File: src/include/dl_macros.svh
`ifndef DL_MACROS_SVH
`define DL_MACROS_SVH

// **************************************************
// table sizes
// **************************************************

// records read from the config image, at most.
`define MAX_CONFIG    16

// entries in the memory block table.
`define MAX_MEM_BLOCK 16

// **************************************************
// ddr3 staging area
// **************************************************

// header byte, records follow at +1.
`define CONFIG_BASE   28'h0100000

// page 0 of the staged rom images.
`define ROM_BASE      28'h0200000

// allocation and copy granule in bytes.
`define PAGE_BYTES    256

`endif

File: src/rtl/dl_pkg.sv
`default_nettype none

package dl_pkg;

   // kind bit of a record, the top bit of the word.
   localparam logic KIND_BLOCK = 1'b1;

   // first byte of the config image.
   typedef struct packed {
      logic       spare;
      logic [4:0] count;      // records that follow.
      logic [1:0] msx_type;
   } config_hdr_t;

   // **************************************************
   // record views
   // **************************************************

   typedef struct packed {
      logic       kind;       // 1 here.
      logic       ram;
      logic [3:0] block_id;
      logic [9:0] src_page;   // from ROM_BASE.
      logic [7:0] size_pages;
      logic [7:0] reserved;
   } cfg_block_t;

   typedef struct packed {
      logic        kind;      // 0 here.
      logic [1:0]  slot;
      logic [1:0]  subslot;
      logic        expanded;
      logic [15:0] page_block;
      logic [9:0]  reserved;
   } cfg_slot_t;

   // one 32 bit record, decoded by its kind bit.
   typedef union packed {
      cfg_block_t block;
      cfg_slot_t  slot;
   } msx_config_u;

endpackage

`default_nettype wire

File: src/rtl/msx_pkg.sv
`default_nettype none

package msx_pkg;

   // **************************************************
   // machine side tables
   // **************************************************

   // one entry of the memory block table.
   typedef struct packed {
      logic        valid;
      logic        ram;
      logic [11:0] sdram_page;   // base, in pages.
      logic [7:0]  size_pages;
   } block_t;

   // one primary slot.
   // page_block[n] is the block id seen in 16 KB page n.
   typedef struct packed {
      logic            expanded;
      logic [3:0][3:0] page_block;
   } slot_t;

   // one cartridge slot.
   typedef struct packed {
      logic        loaded;
      logic [26:0] size;   // bytes.
   } rom_info_t;

endpackage

`default_nettype wire

File: src/rtl/download.sv
`timescale 1ns/1ps
`default_nettype none
`include "dl_macros.svh"

module download (
   input  logic               clk,
   input  logic               rst,
   input  logic               ioctl_download,
   input  logic [15:0]        ioctl_index,
   input  logic [26:0]        ioctl_addr,
   input  logic               rom_eject,
   output logic [27:0]        ddr3_addr,
   output logic               ddr3_rd,
   input  logic [7:0]         ddr3_dout,
   input  logic               ddr3_ready,
   output logic               ddr3_request,
   input  logic               sdram_ready,
   output logic               sdram_request,
   output logic [24:0]        sdram_addr,
   output logic [7:0]         sdram_din,
   output logic               sdram_we,
   output msx_pkg::block_t    memory_block [`MAX_MEM_BLOCK],
   output msx_pkg::slot_t     msx_slot [4],
   output msx_pkg::rom_info_t rom_info [2],
   output logic [1:0]         msx_type,
   output logic [7:0]         ram_block_count,
   output logic               need_reset
);

   import dl_pkg::*;

   logic        rom_update;
   logic        cfg_update;
   logic        update_request;
   logic [27:0] cfg_ddr3_addr;
   logic        cfg_ddr3_rd;
   logic        cfg_ddr3_request;
   logic [27:0] msx_ddr3_addr;
   logic        msx_ddr3_rd;
   logic        msx_ddr3_request;
   logic [4:0]  record_count;
   msx_config_u msx_config [`MAX_CONFIG];

   // config reader owns ddr3 while it runs.
   assign ddr3_addr      = cfg_ddr3_request ? cfg_ddr3_addr : msx_ddr3_addr;
   assign ddr3_rd        = cfg_ddr3_request ? cfg_ddr3_rd : msx_ddr3_rd;
   assign ddr3_request   = cfg_ddr3_request | msx_ddr3_request;
   assign update_request = cfg_update | rom_update;

   download_rom download_rom (
      .clk            (clk),
      .rst            (rst),
      .ioctl_download (ioctl_download),
      .ioctl_index    (ioctl_index),
      .ioctl_addr     (ioctl_addr),
      .rom_eject      (rom_eject),
      .rom_info       (rom_info),
      .rom_update     (rom_update)
   );

   download_config download_config (
      .clk            (clk),
      .rst            (rst),
      .ioctl_download (ioctl_download),
      .ioctl_index    (ioctl_index),
      .ddr3_dout      (ddr3_dout),
      .ddr3_ready     (ddr3_ready),
      .ddr3_addr      (cfg_ddr3_addr),
      .ddr3_rd        (cfg_ddr3_rd),
      .ddr3_request   (cfg_ddr3_request),
      .msx_config     (msx_config),
      .record_count   (record_count),
      .msx_type       (msx_type),
      .cfg_update     (cfg_update)
   );

   download_msx download_msx (
      .clk             (clk),
      .rst             (rst),
      .update_request  (update_request),
      .msx_config      (msx_config),
      .record_count    (record_count),
      .ddr3_dout       (ddr3_dout),
      .ddr3_ready      (ddr3_ready),
      .sdram_ready     (sdram_ready),
      .ddr3_addr       (msx_ddr3_addr),
      .ddr3_rd         (msx_ddr3_rd),
      .ddr3_request    (msx_ddr3_request),
      .sdram_request   (sdram_request),
      .sdram_addr      (sdram_addr),
      .sdram_din       (sdram_din),
      .sdram_we        (sdram_we),
      .memory_block    (memory_block),
      .msx_slot        (msx_slot),
      .ram_block_count (ram_block_count),
      .need_reset      (need_reset)
   );

endmodule

`default_nettype wire

File: src/rtl/download_config.sv
`timescale 1ns/1ps
`default_nettype none
`include "dl_macros.svh"

module download_config (
   input  logic                clk,
   input  logic                rst,
   input  logic                ioctl_download,
   input  logic [15:0]         ioctl_index,
   input  logic [7:0]          ddr3_dout,
   input  logic                ddr3_ready,
   output logic [27:0]         ddr3_addr,
   output logic                ddr3_rd,
   output logic                ddr3_request,
   output dl_pkg::msx_config_u msx_config [`MAX_CONFIG],
   output logic [4:0]          record_count,
   output logic [1:0]          msx_type,
   output logic                cfg_update
);

   import dl_pkg::*;

   typedef enum logic [1:0] {IDLE, HDR_WAIT, REC_WAIT} state_t;

   state_t      state;
   logic        dl_q;
   logic        start;
   config_hdr_t hdr;
   logic [4:0]  hdr_count;
   logic [4:0]  total;
   logic [1:0]  type_q;
   logic [3:0]  rec_idx;
   logic [1:0]  byte_sel;
   logic [23:0] rec_lo;
   logic        last_byte;

   assign start     = dl_q & ~ioctl_download & (ioctl_index == 16'd0);
   assign hdr       = config_hdr_t'(ddr3_dout);
   assign hdr_count = (hdr.count > 5'(`MAX_CONFIG)) ? 5'(`MAX_CONFIG) : hdr.count;
   assign last_byte = (byte_sel == 2'd3) && ({1'b0, rec_idx} == total - 5'd1);

   // **************************************************
   // read sequencer
   // **************************************************

   always_ff @(posedge clk) begin
      if (rst) begin
         state        <= IDLE;
         dl_q         <= 1'b0;
         ddr3_rd      <= 1'b0;
         ddr3_request <= 1'b0;
         cfg_update   <= 1'b0;
         record_count <= '0;
         msx_type     <= '0;
         total        <= '0;
         type_q       <= '0;
         rec_idx      <= '0;
         byte_sel     <= '0;
      end else begin
         dl_q       <= ioctl_download;
         ddr3_rd    <= 1'b0;
         cfg_update <= 1'b0;
         case (state)
            IDLE: begin
               if (start) begin
                  ddr3_request <= 1'b1;
                  ddr3_rd      <= 1'b1;   // header byte.
                  state        <= HDR_WAIT;
               end
            end
            HDR_WAIT: begin
               if (ddr3_ready) begin
                  total    <= hdr_count;
                  type_q   <= hdr.msx_type;
                  rec_idx  <= '0;
                  byte_sel <= '0;
                  if (hdr_count == 5'd0) begin   // empty image.
                     ddr3_request <= 1'b0;
                     cfg_update   <= 1'b1;
                     msx_type     <= hdr.msx_type;
                     record_count <= '0;
                     state        <= IDLE;
                  end else begin
                     ddr3_rd <= 1'b1;
                     state   <= REC_WAIT;
                  end
               end
            end
            REC_WAIT: begin
               if (ddr3_ready) begin
                  byte_sel <= byte_sel + 2'd1;
                  if (byte_sel == 2'd3) rec_idx <= rec_idx + 4'd1;
                  if (last_byte) begin
                     ddr3_request <= 1'b0;
                     cfg_update   <= 1'b1;
                     msx_type     <= type_q;
                     record_count <= total;
                     state        <= IDLE;
                  end else begin
                     ddr3_rd <= 1'b1;
                  end
               end
            end
            default: state <= IDLE;
         endcase
      end
   end

   // address and record assembly, little endian.
   always_ff @(posedge clk) begin
      if (state == IDLE && start) ddr3_addr <= `CONFIG_BASE;
      else if (state != IDLE && ddr3_ready) ddr3_addr <= ddr3_addr + 28'd1;

      if (state == REC_WAIT && ddr3_ready) begin
         if (byte_sel == 2'd3) msx_config[rec_idx] <= {ddr3_dout, rec_lo};
         else rec_lo[{byte_sel, 3'b000} +: 8] <= ddr3_dout;
      end
   end

endmodule

`default_nettype wire

File: src/rtl/download_msx.sv
`timescale 1ns/1ps
`default_nettype none
`include "dl_macros.svh"

module download_msx (
   input  logic                clk,
   input  logic                rst,
   input  logic                update_request,
   input  dl_pkg::msx_config_u msx_config [`MAX_CONFIG],
   input  logic [4:0]          record_count,
   input  logic [7:0]          ddr3_dout,
   input  logic                ddr3_ready,
   input  logic                sdram_ready,
   output logic [27:0]         ddr3_addr,
   output logic                ddr3_rd,
   output logic                ddr3_request,
   output logic                sdram_request,
   output logic [24:0]         sdram_addr,
   output logic [7:0]          sdram_din,
   output logic                sdram_we,
   output msx_pkg::block_t     memory_block [`MAX_MEM_BLOCK],
   output msx_pkg::slot_t      msx_slot [4],
   output logic [7:0]          ram_block_count,
   output logic                need_reset
);

   import dl_pkg::*;
   import msx_pkg::*;

   typedef enum logic [1:0] {IDLE, WALK, RD_WAIT, WR_WAIT} state_t;

   state_t      state;
   logic        pending;
   logic [4:0]  rec_idx;
   logic [11:0] page_cnt;   // next free sdram page.
   logic [15:0] copy_left;
   msx_config_u rec;
   block_t      blk_entry;
   slot_t       slot_entry;
   logic        walk_done;
   logic        is_block;

   assign rec        = msx_config[rec_idx[3:0]];
   assign walk_done  = (rec_idx == record_count);
   assign is_block   = (rec.block.kind == KIND_BLOCK);
   assign blk_entry  = '{valid: 1'b1, ram: rec.block.ram, sdram_page: page_cnt,
                         size_pages: rec.block.size_pages};
   assign slot_entry = '{expanded: rec.slot.expanded, page_block: rec.slot.page_block};

   // **************************************************
   // record walk and copy control
   // **************************************************

   always_ff @(posedge clk) begin
      if (rst) begin
         state           <= IDLE;
         pending         <= 1'b0;
         rec_idx         <= '0;
         page_cnt        <= '0;
         ram_block_count <= '0;
         ddr3_rd         <= 1'b0;
         ddr3_request    <= 1'b0;
         sdram_request   <= 1'b0;
         sdram_we        <= 1'b0;
         need_reset      <= 1'b0;
         for (int i = 0; i < `MAX_MEM_BLOCK; i++) memory_block[i] <= '0;
         for (int i = 0; i < 4; i++) msx_slot[i] <= '0;
      end else begin
         ddr3_rd    <= 1'b0;
         sdram_we   <= 1'b0;
         need_reset <= 1'b0;
         if (update_request) pending <= 1'b1;
         case (state)
            IDLE: begin
               if (pending) begin
                  pending         <= update_request;   // keep a request from this cycle.
                  rec_idx         <= '0;
                  page_cnt        <= '0;
                  ram_block_count <= '0;
                  for (int i = 0; i < `MAX_MEM_BLOCK; i++) memory_block[i] <= '0;
                  for (int i = 0; i < 4; i++) msx_slot[i] <= '0;
                  state <= WALK;
               end
            end
            WALK: begin
               if (walk_done) begin
                  need_reset <= 1'b1;
                  state      <= IDLE;
               end else if (is_block) begin
                  memory_block[rec.block.block_id] <= blk_entry;
                  page_cnt <= page_cnt + 12'(rec.block.size_pages);
                  if (rec.block.ram) ram_block_count <= ram_block_count + 8'd1;
                  if (rec.block.ram || rec.block.size_pages == 8'd0) begin
                     rec_idx <= rec_idx + 5'd1;   // nothing to copy.
                  end else begin
                     ddr3_request  <= 1'b1;
                     sdram_request <= 1'b1;
                     ddr3_rd       <= 1'b1;
                     state         <= RD_WAIT;
                  end
               end else begin
                  msx_slot[rec.slot.slot] <= slot_entry;
                  rec_idx <= rec_idx + 5'd1;
               end
            end
            RD_WAIT: begin
               if (ddr3_ready) begin
                  sdram_we <= 1'b1;
                  state    <= WR_WAIT;
               end
            end
            WR_WAIT: begin
               if (sdram_ready) begin
                  if (copy_left == 16'd1) begin
                     ddr3_request  <= 1'b0;
                     sdram_request <= 1'b0;
                     rec_idx       <= rec_idx + 5'd1;
                     state         <= WALK;
                  end else begin
                     ddr3_rd <= 1'b1;
                     state   <= RD_WAIT;
                  end
               end
            end
            default: state <= IDLE;
         endcase
      end
   end

   // copy pointers.
   always_ff @(posedge clk) begin
      if (state == WALK && !walk_done && is_block) begin
         ddr3_addr  <= 28'(`ROM_BASE + rec.block.src_page * `PAGE_BYTES);
         sdram_addr <= 25'(page_cnt * `PAGE_BYTES);
         copy_left  <= 16'(rec.block.size_pages * `PAGE_BYTES);
      end
      if (state == RD_WAIT && ddr3_ready) sdram_din <= ddr3_dout;
      if (state == WR_WAIT && sdram_ready) begin
         ddr3_addr  <= ddr3_addr + 28'd1;
         sdram_addr <= sdram_addr + 25'd1;
         copy_left  <= copy_left - 16'd1;
      end
   end

endmodule

`default_nettype wire

File: src/rtl/download_rom.sv
`timescale 1ns/1ps
`default_nettype none

module download_rom (
   input  logic               clk,
   input  logic               rst,
   input  logic               ioctl_download,
   input  logic [15:0]        ioctl_index,
   input  logic [26:0]        ioctl_addr,
   input  logic               rom_eject,
   output msx_pkg::rom_info_t rom_info [2],
   output logic               rom_update
);

   logic        dl_q;
   logic        eject_q;
   logic [15:0] index_q;
   logic [26:0] last_addr;
   logic        dl_end;
   logic        eject_rise;
   logic        cart_end;

   assign dl_end     = dl_q & ~ioctl_download;
   assign eject_rise = rom_eject & ~eject_q;
   assign cart_end   = dl_end && (index_q == 16'd1 || index_q == 16'd2);   // cartridge a or b.

   always_ff @(posedge clk) begin
      if (rst) begin
         dl_q    <= 1'b0;
         eject_q <= 1'b0;
      end else begin
         dl_q    <= ioctl_download;
         eject_q <= rom_eject;
      end
   end

   // last address seen while the transfer runs.
   always_ff @(posedge clk) begin
      if (ioctl_download) begin
         index_q   <= ioctl_index;
         last_addr <= ioctl_addr;
      end
   end

   always_ff @(posedge clk) begin
      if (rst) begin
         rom_info[0] <= '0;
         rom_info[1] <= '0;
         rom_update  <= 1'b0;
      end else begin
         rom_update <= cart_end | eject_rise;
         if (eject_rise) begin
            rom_info[0] <= '0;
            rom_info[1] <= '0;
         end else if (cart_end) begin
            rom_info[index_q[1]].loaded <= 1'b1;   // index 1 -> 0, 2 -> 1.
            rom_info[index_q[1]].size   <= last_addr + 27'd1;
         end
      end
   end

endmodule

`default_nettype wire

File: config.mk
export PLATFORM = sky130hd
export DESIGN_NAME = download
export DESIGN_NICKNAME = d
export VERILOG_FILES = /design/src/rtl/dl_pkg.sv /design/src/rtl/msx_pkg.sv /design/src/rtl/download.sv /design/src/rtl/download_config.sv /design/src/rtl/download_msx.sv /design/src/rtl/download_rom.sv
export VERILOG_INCLUDE_DIRS = /design/src /design/src/include
export SDC_FILE = /design/constraint.sdc
export NUM_CORES = 2
export LEC_CHECK = 0
export ABC_CLOCK_PERIOD_IN_PS = 9400
export BUFFER_PORTS_ARGS = -buffer_cell sky130_fd_sc_hd__buf_2
export CORE_UTILIZATION = 61
export DETAILED_ROUTE_END_ITERATION = 8
export PLACE_DENSITY = 0.9
export SYNTH_ARGS = -nofsm -noshare
export SYNTH_HDL_FRONTEND = slang
export SYNTH_SLANG_ARGS = --single-unit
File: constraint.sdc
create_clock -name clk -period 9.4 [get_ports clk]
set_input_delay 0.47 -clock clk [delete_from_list [all_inputs] [get_ports clk]]
set_output_delay 0.47 -clock clk [all_outputs]
set_load 0.005 [all_outputs]
## After elaboration in Yosys (flattened, before gate mapping)

Cells that the tools add are included.

- Add/subtract/negate cells: 13
- $lt $le $gt $ge: 10
- Equal/unequal tests: 29
- Shifts and indexed selects: 2
- Mux-type cells: 117
- Bitwise logic cells: 16
- Reduce and logical (&&, ||, !) cells: 45

Operator list:

| kind | number |
|---|---|
| two-way mux 352 bit | 3 |
| case mux 352 bit (2 select lines) | 1 |
| bitwise mux 512 bit | 1 |
| bitwise mux 352 bit | 1 |
| two-way mux 68 bit | 3 |
| case mux 68 bit (2 select lines) | 1 |
| binary-select mux 32 bit (select 4 bit) | 1 |
| demux 32 bit (select 4 bit) | 1 |
| bitwise mux 56 bit | 2 |
| two-way mux 28 bit | 4 |
| two-way mux 32 bit | 3 |
| demux 22 bit (select 4 bit) | 1 |
| bitwise mux 68 bit | 1 |
| adder 28 x 1 -> 28 bit (second input constant) | 2 |
| demux 28 bit (select 1 bit) | 2 |
| two-way mux 5 bit | 11 |
| two-way mux 25 bit | 2 |
| two-way mux 12 bit | 3 |
| two-way mux 2 bit | 18 |
| demux 17 bit (select 2 bit) | 1 |
| equality test 16 x 1 -> 1 bit (second input constant) | 2 |
| two-way mux 16 bit | 2 |
| two-way mux 8 bit | 4 |
| two-way mux 1 bit | 30 |
| 66 further kinds | 132 |

- Register bits: 1220
- Bits of input ports: 57
- Output and inout bits: 552

## Logic depth before layout (Yosys ltp)

- Depth after elaboration: 13
- Gate-level depth with buffers: 17
- Depth with buffers taken out: 14

## Cells and area by module

From an unflattened synthesis, not the netlist that was laid out.

- Cells, all modules: 3537
- Area, all modules: 46389.5 µm²

By module, submodules not included:

| module | times used | cells each | area each (µm²) | seq. area each (µm²) |
|---|---|---|---|---|
| download_msx | 1 | 2254 | 22870.7 | 11360.9 |
| download_config | 1 | 907 | 19203.4 | 17176.5 |
| download_rom | 1 | 342 | 3833.7 | 2472.4 |
| download | 1 | 34 | 481.7 | 0.0 |

## Least setup slack after synthesis

No wires, ideal clock.

- Path type: reg-to-reg
- Start: register download_config.state[0]
- End: register download_config.msx_config[392] in the netlist's numbering (enable)
- Data arrival time: 2912 ps
- Setup slack: 6053 ps
- Cell stages (with the launch flop): 8
- Path buffers: 2
- Period minus slack after synthesis: 3347 ps
- Path through: dfxtp_1 -> inv_1 -> ha_1 -> clkbuf_1 -> and3_1 -> clkbuf_1 -> nand2_1 -> nor3_1

- Word-level cells in the longest chain between the ends: 3

RTL lines:

| what | RTL line | source |
|---|---|---|
| start, declared | download_config.sv:25 | `state_t state;` |
| start signal, assigned | download_config.sv:48 | `state <= IDLE;` |
| start signal, assigned | download_config.sv:68 | `state <= HDR_WAIT;` |
| start signal, assigned | download_config.sv:82 | `state <= IDLE;` |
| equality test 2 bit | download_config.sv:114 | `if (state == REC_WAIT && ddr3_ready) begin` |
| logical AND 1 bit | download_config.sv:114 |  |
| AND reduction 2 bit (no line) | - |  |
| end signal, assigned by index | download_config.sv:115 | `if (byte_sel == 2'd3) msx_config[rec_idx] <= {ddr3_dout, rec_lo};` |
| end, declared | download_config.sv:15 | `` output dl_pkg::msx_config_u msx_config [`MAX_CONFIG], `` |

Every way passes these cells.
A chain may end at the register's enable or synchronous reset.

## Worst setup path in the final report

- Start: register download_msx.rec_idx[0]
- End: register download_msx.memory_block[179] (netlist name)

- Word-level cells in the longest chain between the ends: 13
- Elaborated cells on any way between the ends: 18

RTL lines:

| what | RTL line | source |
|---|---|---|
| start, declared | download_msx.sv:34 | `logic [4:0] rec_idx;` |
| start signal, assigned | download_msx.sv:94 | `rec_idx <= rec_idx + 5'd1;` |
| start signal, assigned | download_msx.sv:103 | `rec_idx <= rec_idx + 5'd1;` |
| start signal, assigned | download_msx.sv:117 | `rec_idx <= rec_idx + 5'd1;` |
| inverter 4 -> 5 bit (not written as such) | download_msx.sv:43 | `assign rec = msx_config[rec_idx[3:0]];` |
| binary-select mux 32 bit (select 4 bit) | download_msx.sv:43 |  |
| two-way mux 32 bit (not written as such) (2 in series) | download_msx.sv:43 |  |
| inverter 4 -> 5 bit (not written as such) | download_msx.sv:90 | `memory_block[rec.block.block_id] <= blk_entry;` |
| greater-or-equal comparator 5 bit (not written as such) or less-than comparator 5 x 1 -> 1 bit (tied branches) | download_msx.sv:90 |  |
| logical AND 1 bit (not written as such) | download_msx.sv:90 |  |
| two-way mux 22 bit (not written as such) | download_msx.sv:90 |  |
| demux 22 bit (select 4 bit) | download_msx.sv:90 |  |
| bitwise mux 352 bit | download_msx.sv:90 |  |
| two-way mux 352 bit | download_msx.sv:89 | `end else if (is_block) begin` |
| two-way mux 352 bit | download_msx.sv:86 | `if (walk_done) begin` |
| case mux 352 bit (2 select lines) | download_msx.sv:73 | `case (state)` |

Parallel ways exist; a longest one is shown, timed or not. The select of a mux whose other input is x is not followed.

==> tab_implementation.tex <==
\begin{tabular}{lr}
\hline
Metric & Value \\
\hline
\multicolumn{2}{l}{\textbf{Outcome}} \\
Status & complete, no violations \\
\multicolumn{2}{l}{\textbf{CTS}} \\
H-Tree Depth & 3 \\
Register clock-pin slew on the reported worst setup and hold paths & 0.08 ns \\
Master cell of the clock root buffer & sky130\_fd\_sc\_hd\_\_clkbuf\_16 \\
Setup Fix Bufs, Post-CTS & 0 \\
Inserted Clock Buffers & 102 \\
Buffers from clock root to sink, at most & 3 \\
CTS sink cnt & 1084 \\
CTS tree & built \\
Clock latency on the worst-skew pair & 0.68 ns \\
\multicolumn{2}{l}{\textbf{Synthesis}} \\
Top post-synthesis cells by area & sky130\_fd\_sc\_hd\_\_edfxtp\_1 38\%, sky130\_fd\_sc\_hd\_\_dfxtp\_1 27\%, sky130\_fd\_sc\_hd\_\_a22o\_1 7.2\% \\
Post-Syn Nets & 3189 \\
Flip-flop and latch count after synthesis & 1084 \\
Fraction of the mapped netlist area in compound gates & 0.122 \\
Proportion of synthesized flip-flops having asynchronous set or reset & 0 \\
Post-Synthesis Cell Area & 41300 um2 \\
Share of cell area taken by muxes after synthesis & 0.0720 \\
Number of enable-type register cells in the synthesized netlist & 520 \\
Adder and majority cell fraction of the synthesized area & 0.00928 \\
Unique cell type count in the Yosys netlist & 71 \\
Post-synthesis share of cell area spent on and, or, nand and nor gates & 0.0884 \\
XOR/XNOR share of the synthesized area & 0.0276 \\
Most used DFF post-synth & sky130\_fd\_sc\_hd\_\_dfxtp\_1 \\
Seq/Total Area, Yosys & 0.652 \\
Mapped Avg Cell Area & 13.3 um2 \\
Area share of the largest cell type after synthesis & 0.378 \\
Syn Inst Count & 3102 \\
Number of warnings reported in the yosys synthesis log & 0 \\
Largest area contributor in the synthesized netlist & sky130\_fd\_sc\_hd\_\_edfxtp\_1 \\
Combinational family with the most area after synthesis & compound AO/OA/AOI/OAI gates \\
\multicolumn{2}{l}{\textbf{STA}} \\
Achievable clock frequency & 0.200 GHz \\
Final count of negative-setup-slack endpoints & 0 \\
Min setup slack post-route & 4.40 ns \\
Count of pins over their slew limit & 0 \\
Clock skew after layout & 0.0419 ns \\
Share of the clock period used by the worst path after layout & 0.531 \\
Min cycle time layout & 5.00 ns \\
Setup repair after global routing missed its margin & false \\
Measured slew at the worst slew-check pin & 1.46 ns \\
Relative max-transition margin & 0.0216 \\
Number of endpoints with negative hold slack in the final report & 0 \\
Setup TNS & 0 ns \\
\multicolumn{2}{l}{\textbf{Route}} \\
Number of DRC markers in iteration 0 & 6105 \\
WL/cell & 31.4 um \\
Total DRC errors in the routed layout & 0 \\
Total Wirelength & 145000 um \\
Via count of the routed design & 32.5k \\
Number of vias per cell & 7.04 \\
Number of routed nets with antenna violations & 0 \\
Number of detailed-route iterations in the first pass & 7 \\
\multicolumn{2}{l}{\textbf{Critical path}} \\
Critical path, cell by cell & buf\_4 -> xnor2\_1 -> nand2\_1 -> o21ai\_1 -> a21o\_1 -> buf\_4 -> nor2\_1 -> nor2\_2 -> a22o\_1 \\
Worst path most repeated cell & sky130\_fd\_sc\_hd\_\_buf\_4 \\
Cell with the largest stage delay on the worst path & sky130\_fd\_sc\_hd\_\_dfxtp\_4 \\
Sort of element at the end of the critical path & flop \\
Critical path peak fanout & 60 \\
Maximum cell stage delay along the critical path & 1.04 ns \\
Arrival time of data at the critical path endpoint & 5.58 ns \\
Kind of critical path & flop to flop \\
Crit start category & flop \\
Critical Path RT & 9.98 ns \\
\multicolumn{2}{l}{\textbf{Final layout}} \\
Commonest non-fill, non-tap cells in the layout & 607 x sky130\_fd\_sc\_hd\_\_buf\_2, 562 x sky130\_fd\_sc\_hd\_\_dfxtp\_1, 520 x sky130\_fd\_sc\_hd\_\_edfxtp\_1 \\
Most common cell after layout, fill and taps aside & sky130\_fd\_sc\_hd\_\_buf\_2 \\
Layout Area Growth over Synthesis & 17.8\% \\
Final nets & 3749 \\
Share of final-layout standard cells stronger than drive strength 1 & 0.282 \\
\multicolumn{2}{l}{\textbf{Floorplanning}} \\
Die extent in y & 262 um \\
Initial standard-cell utilization of the core & 0.622 \\
Num ports & 609 \\
Die width & 262 um \\
Die Area & 68700 um2 \\
Rows & 94 \\
Core Region & 66300 um2 \\
\multicolumn{2}{l}{\textbf{GRT}} \\
Tot GR Track Use & 0.409 \\
Via count of the first global-routing pass & 31.1k \\
Pin count of the biggest net entering global routing & 97 \\
Overflow left after global routing & 0 \\
First-pass GRT wire length & 206000 um \\
Initial antenna violation count & 8 \\
\multicolumn{2}{l}{\textbf{Placed design}} \\
Final weighted congestion of routability-driven global placement & 0.949 \\
Total half-perimeter wirelength after legalization and detailed placement & 83300 um \\
Number of buffers inserted by port buffering & 608 \\
Pre-CTS setup slack & 4.78 ns \\
\multicolumn{2}{l}{\textbf{Flow run}} \\
Maximum capacitance violations & 0 \\
\multicolumn{2}{l}{\textbf{Worst hold path}} \\
Class of the tightest hold or removal check & input pin to flop \\
\multicolumn{2}{l}{\textbf{Pwr}} \\
Power density of the placed cells & 195 nW/um2 \\
P\_leak & 19.1 nW \\
Worst vdd rail ir drop & 0.147 mV \\
\hline
\end{tabular}
-- worst max-delay path, delay by kind of cell, from the launching register on --
family                    cells  cell delay (ns)
buffers and inverters         2             1.15
xor gates and xnor gates      1             0.21
DFF                           1             1.04
and+or+nand+nor               3             1.13
AOI/OAI and AO/OA             3             1.25
-- kinds of logic (layout without fill, tap and decap cells) --
group | Yosys count | in the layout
AOI/OAI and AO/OA | 664 | 664
xor gates and xnor gates | 130 | 130
adders and majority gates | 30 | 30
buffers and inverters | 260 | 908
DFF | 1084 | 1084
muxes | 178 | 178
other | 0 | 7
and+or+nand+nor | 756 | 756
-- area by class of cell --
type | instances | area, um2
Clock inverter | 47 | 504
Fill cell | 3628 | 17700
Multi-Input combinational cell | 1758 | 13300
Sequential cell | 1084 | 26900
Timing Repair Buffer | 684 | 3680
Clock buffer | 145 | 3010
Inverter | 32 | 120
Antenna cell | 7 | 17.5
Tap cell | 864 | 1080
-- power breakdown --
group          switching, mW  leakage, nW  internal (mW)
logic                  0.138         7.83         0.0417
clock network           1.89         1.72           2.44
registers             0.0206         9.58           4.93
total                   2.05         19.1           7.42
-- worst paths after layout --
path,from,to,slack [ns],cells past startpoint
min,ioctl_addr[4],download_rom.last_addr[4],0.01,1
max,download_msx.rec_idx[0],download_msx.memory_block[179],4.40,9
max reg2reg,download_msx.rec_idx[0],download_msx.memory_block[179],4.40,9
min reg2reg,download_config.type_q[1],download_config.type_q[1],0.46,2
-- per-stage QoR --
stage | instances | total power [mW] | instance area, um2 | util | hold slack (ns)
floorplan | 3102 | 5.14 | 41300 | - | 0.436
global placement | 4396 | 5.20 | 44800 | 0.675 | 0.435
detailed placement | 4396 | 5.21 | 44800 | 0.675 | 0.441
CTS | 4613 | 9.38 | 48600 | 0.732 | 0.00198
global route | 4616 | 9.63 | 48600 | 0.732 | 0.000634
finish | 4621 | 9.47 | 48600 | 0.733 | 0.0150
-- registers in the layout, summed over array words and instances (netlist names), 25 cells and up --
register	count
download_config.msx_config	384
download_msx.memory_block	352
download_msx.msx_slot	68
download_rom.rom_info	56
download_config.ddr3_addr	28
download_msx.ddr3_addr	28
download_rom.last_addr	27
download_msx.sdram_addr	25
-- layer usage --
metal,vias up,share of wire,track usage
li1,12783,-,-
met1,15293,0.31,0.477
met4,2,0.098,0.314
met2,3426,0.44,0.623
met3,1023,0.15,0.141
met5,-,0.000090,0.00278
-- cell usage after synthesis (32+ instances only) --
cell type and instances:
sky130_fd_sc_hd__buf_2 62, sky130_fd_sc_hd__buf_1 34, sky130_fd_sc_hd__mux4_2 87, sky130_fd_sc_hd__dfxtp_1 564
sky130_fd_sc_hd__nand2_1 198, sky130_fd_sc_hd__nor2_1 185, sky130_fd_sc_hd__xnor2_1 59, sky130_fd_sc_hd__o21ai_0 103
sky130_fd_sc_hd__edfxtp_1 520, sky130_fd_sc_hd__mux2_2 71, sky130_fd_sc_hd__nor3_1 32, sky130_fd_sc_hd__and3_1 46
sky130_fd_sc_hd__nand3_1 121, sky130_fd_sc_hd__a21oi_1 83, sky130_fd_sc_hd__xor2_1 71, sky130_fd_sc_hd__a22o_1 337
sky130_fd_sc_hd__clkbuf_1 109
-- repair_timing --
| action | 4_1_cts | 5_1_grt |
|---|---|---|
| resized for setup | 0 | 0 |
| hold buffers | 25 | 1 |
| hold endpoints to repair | 25 | 1 |
No activity file was read; power rests on OpenSTA's default activity.
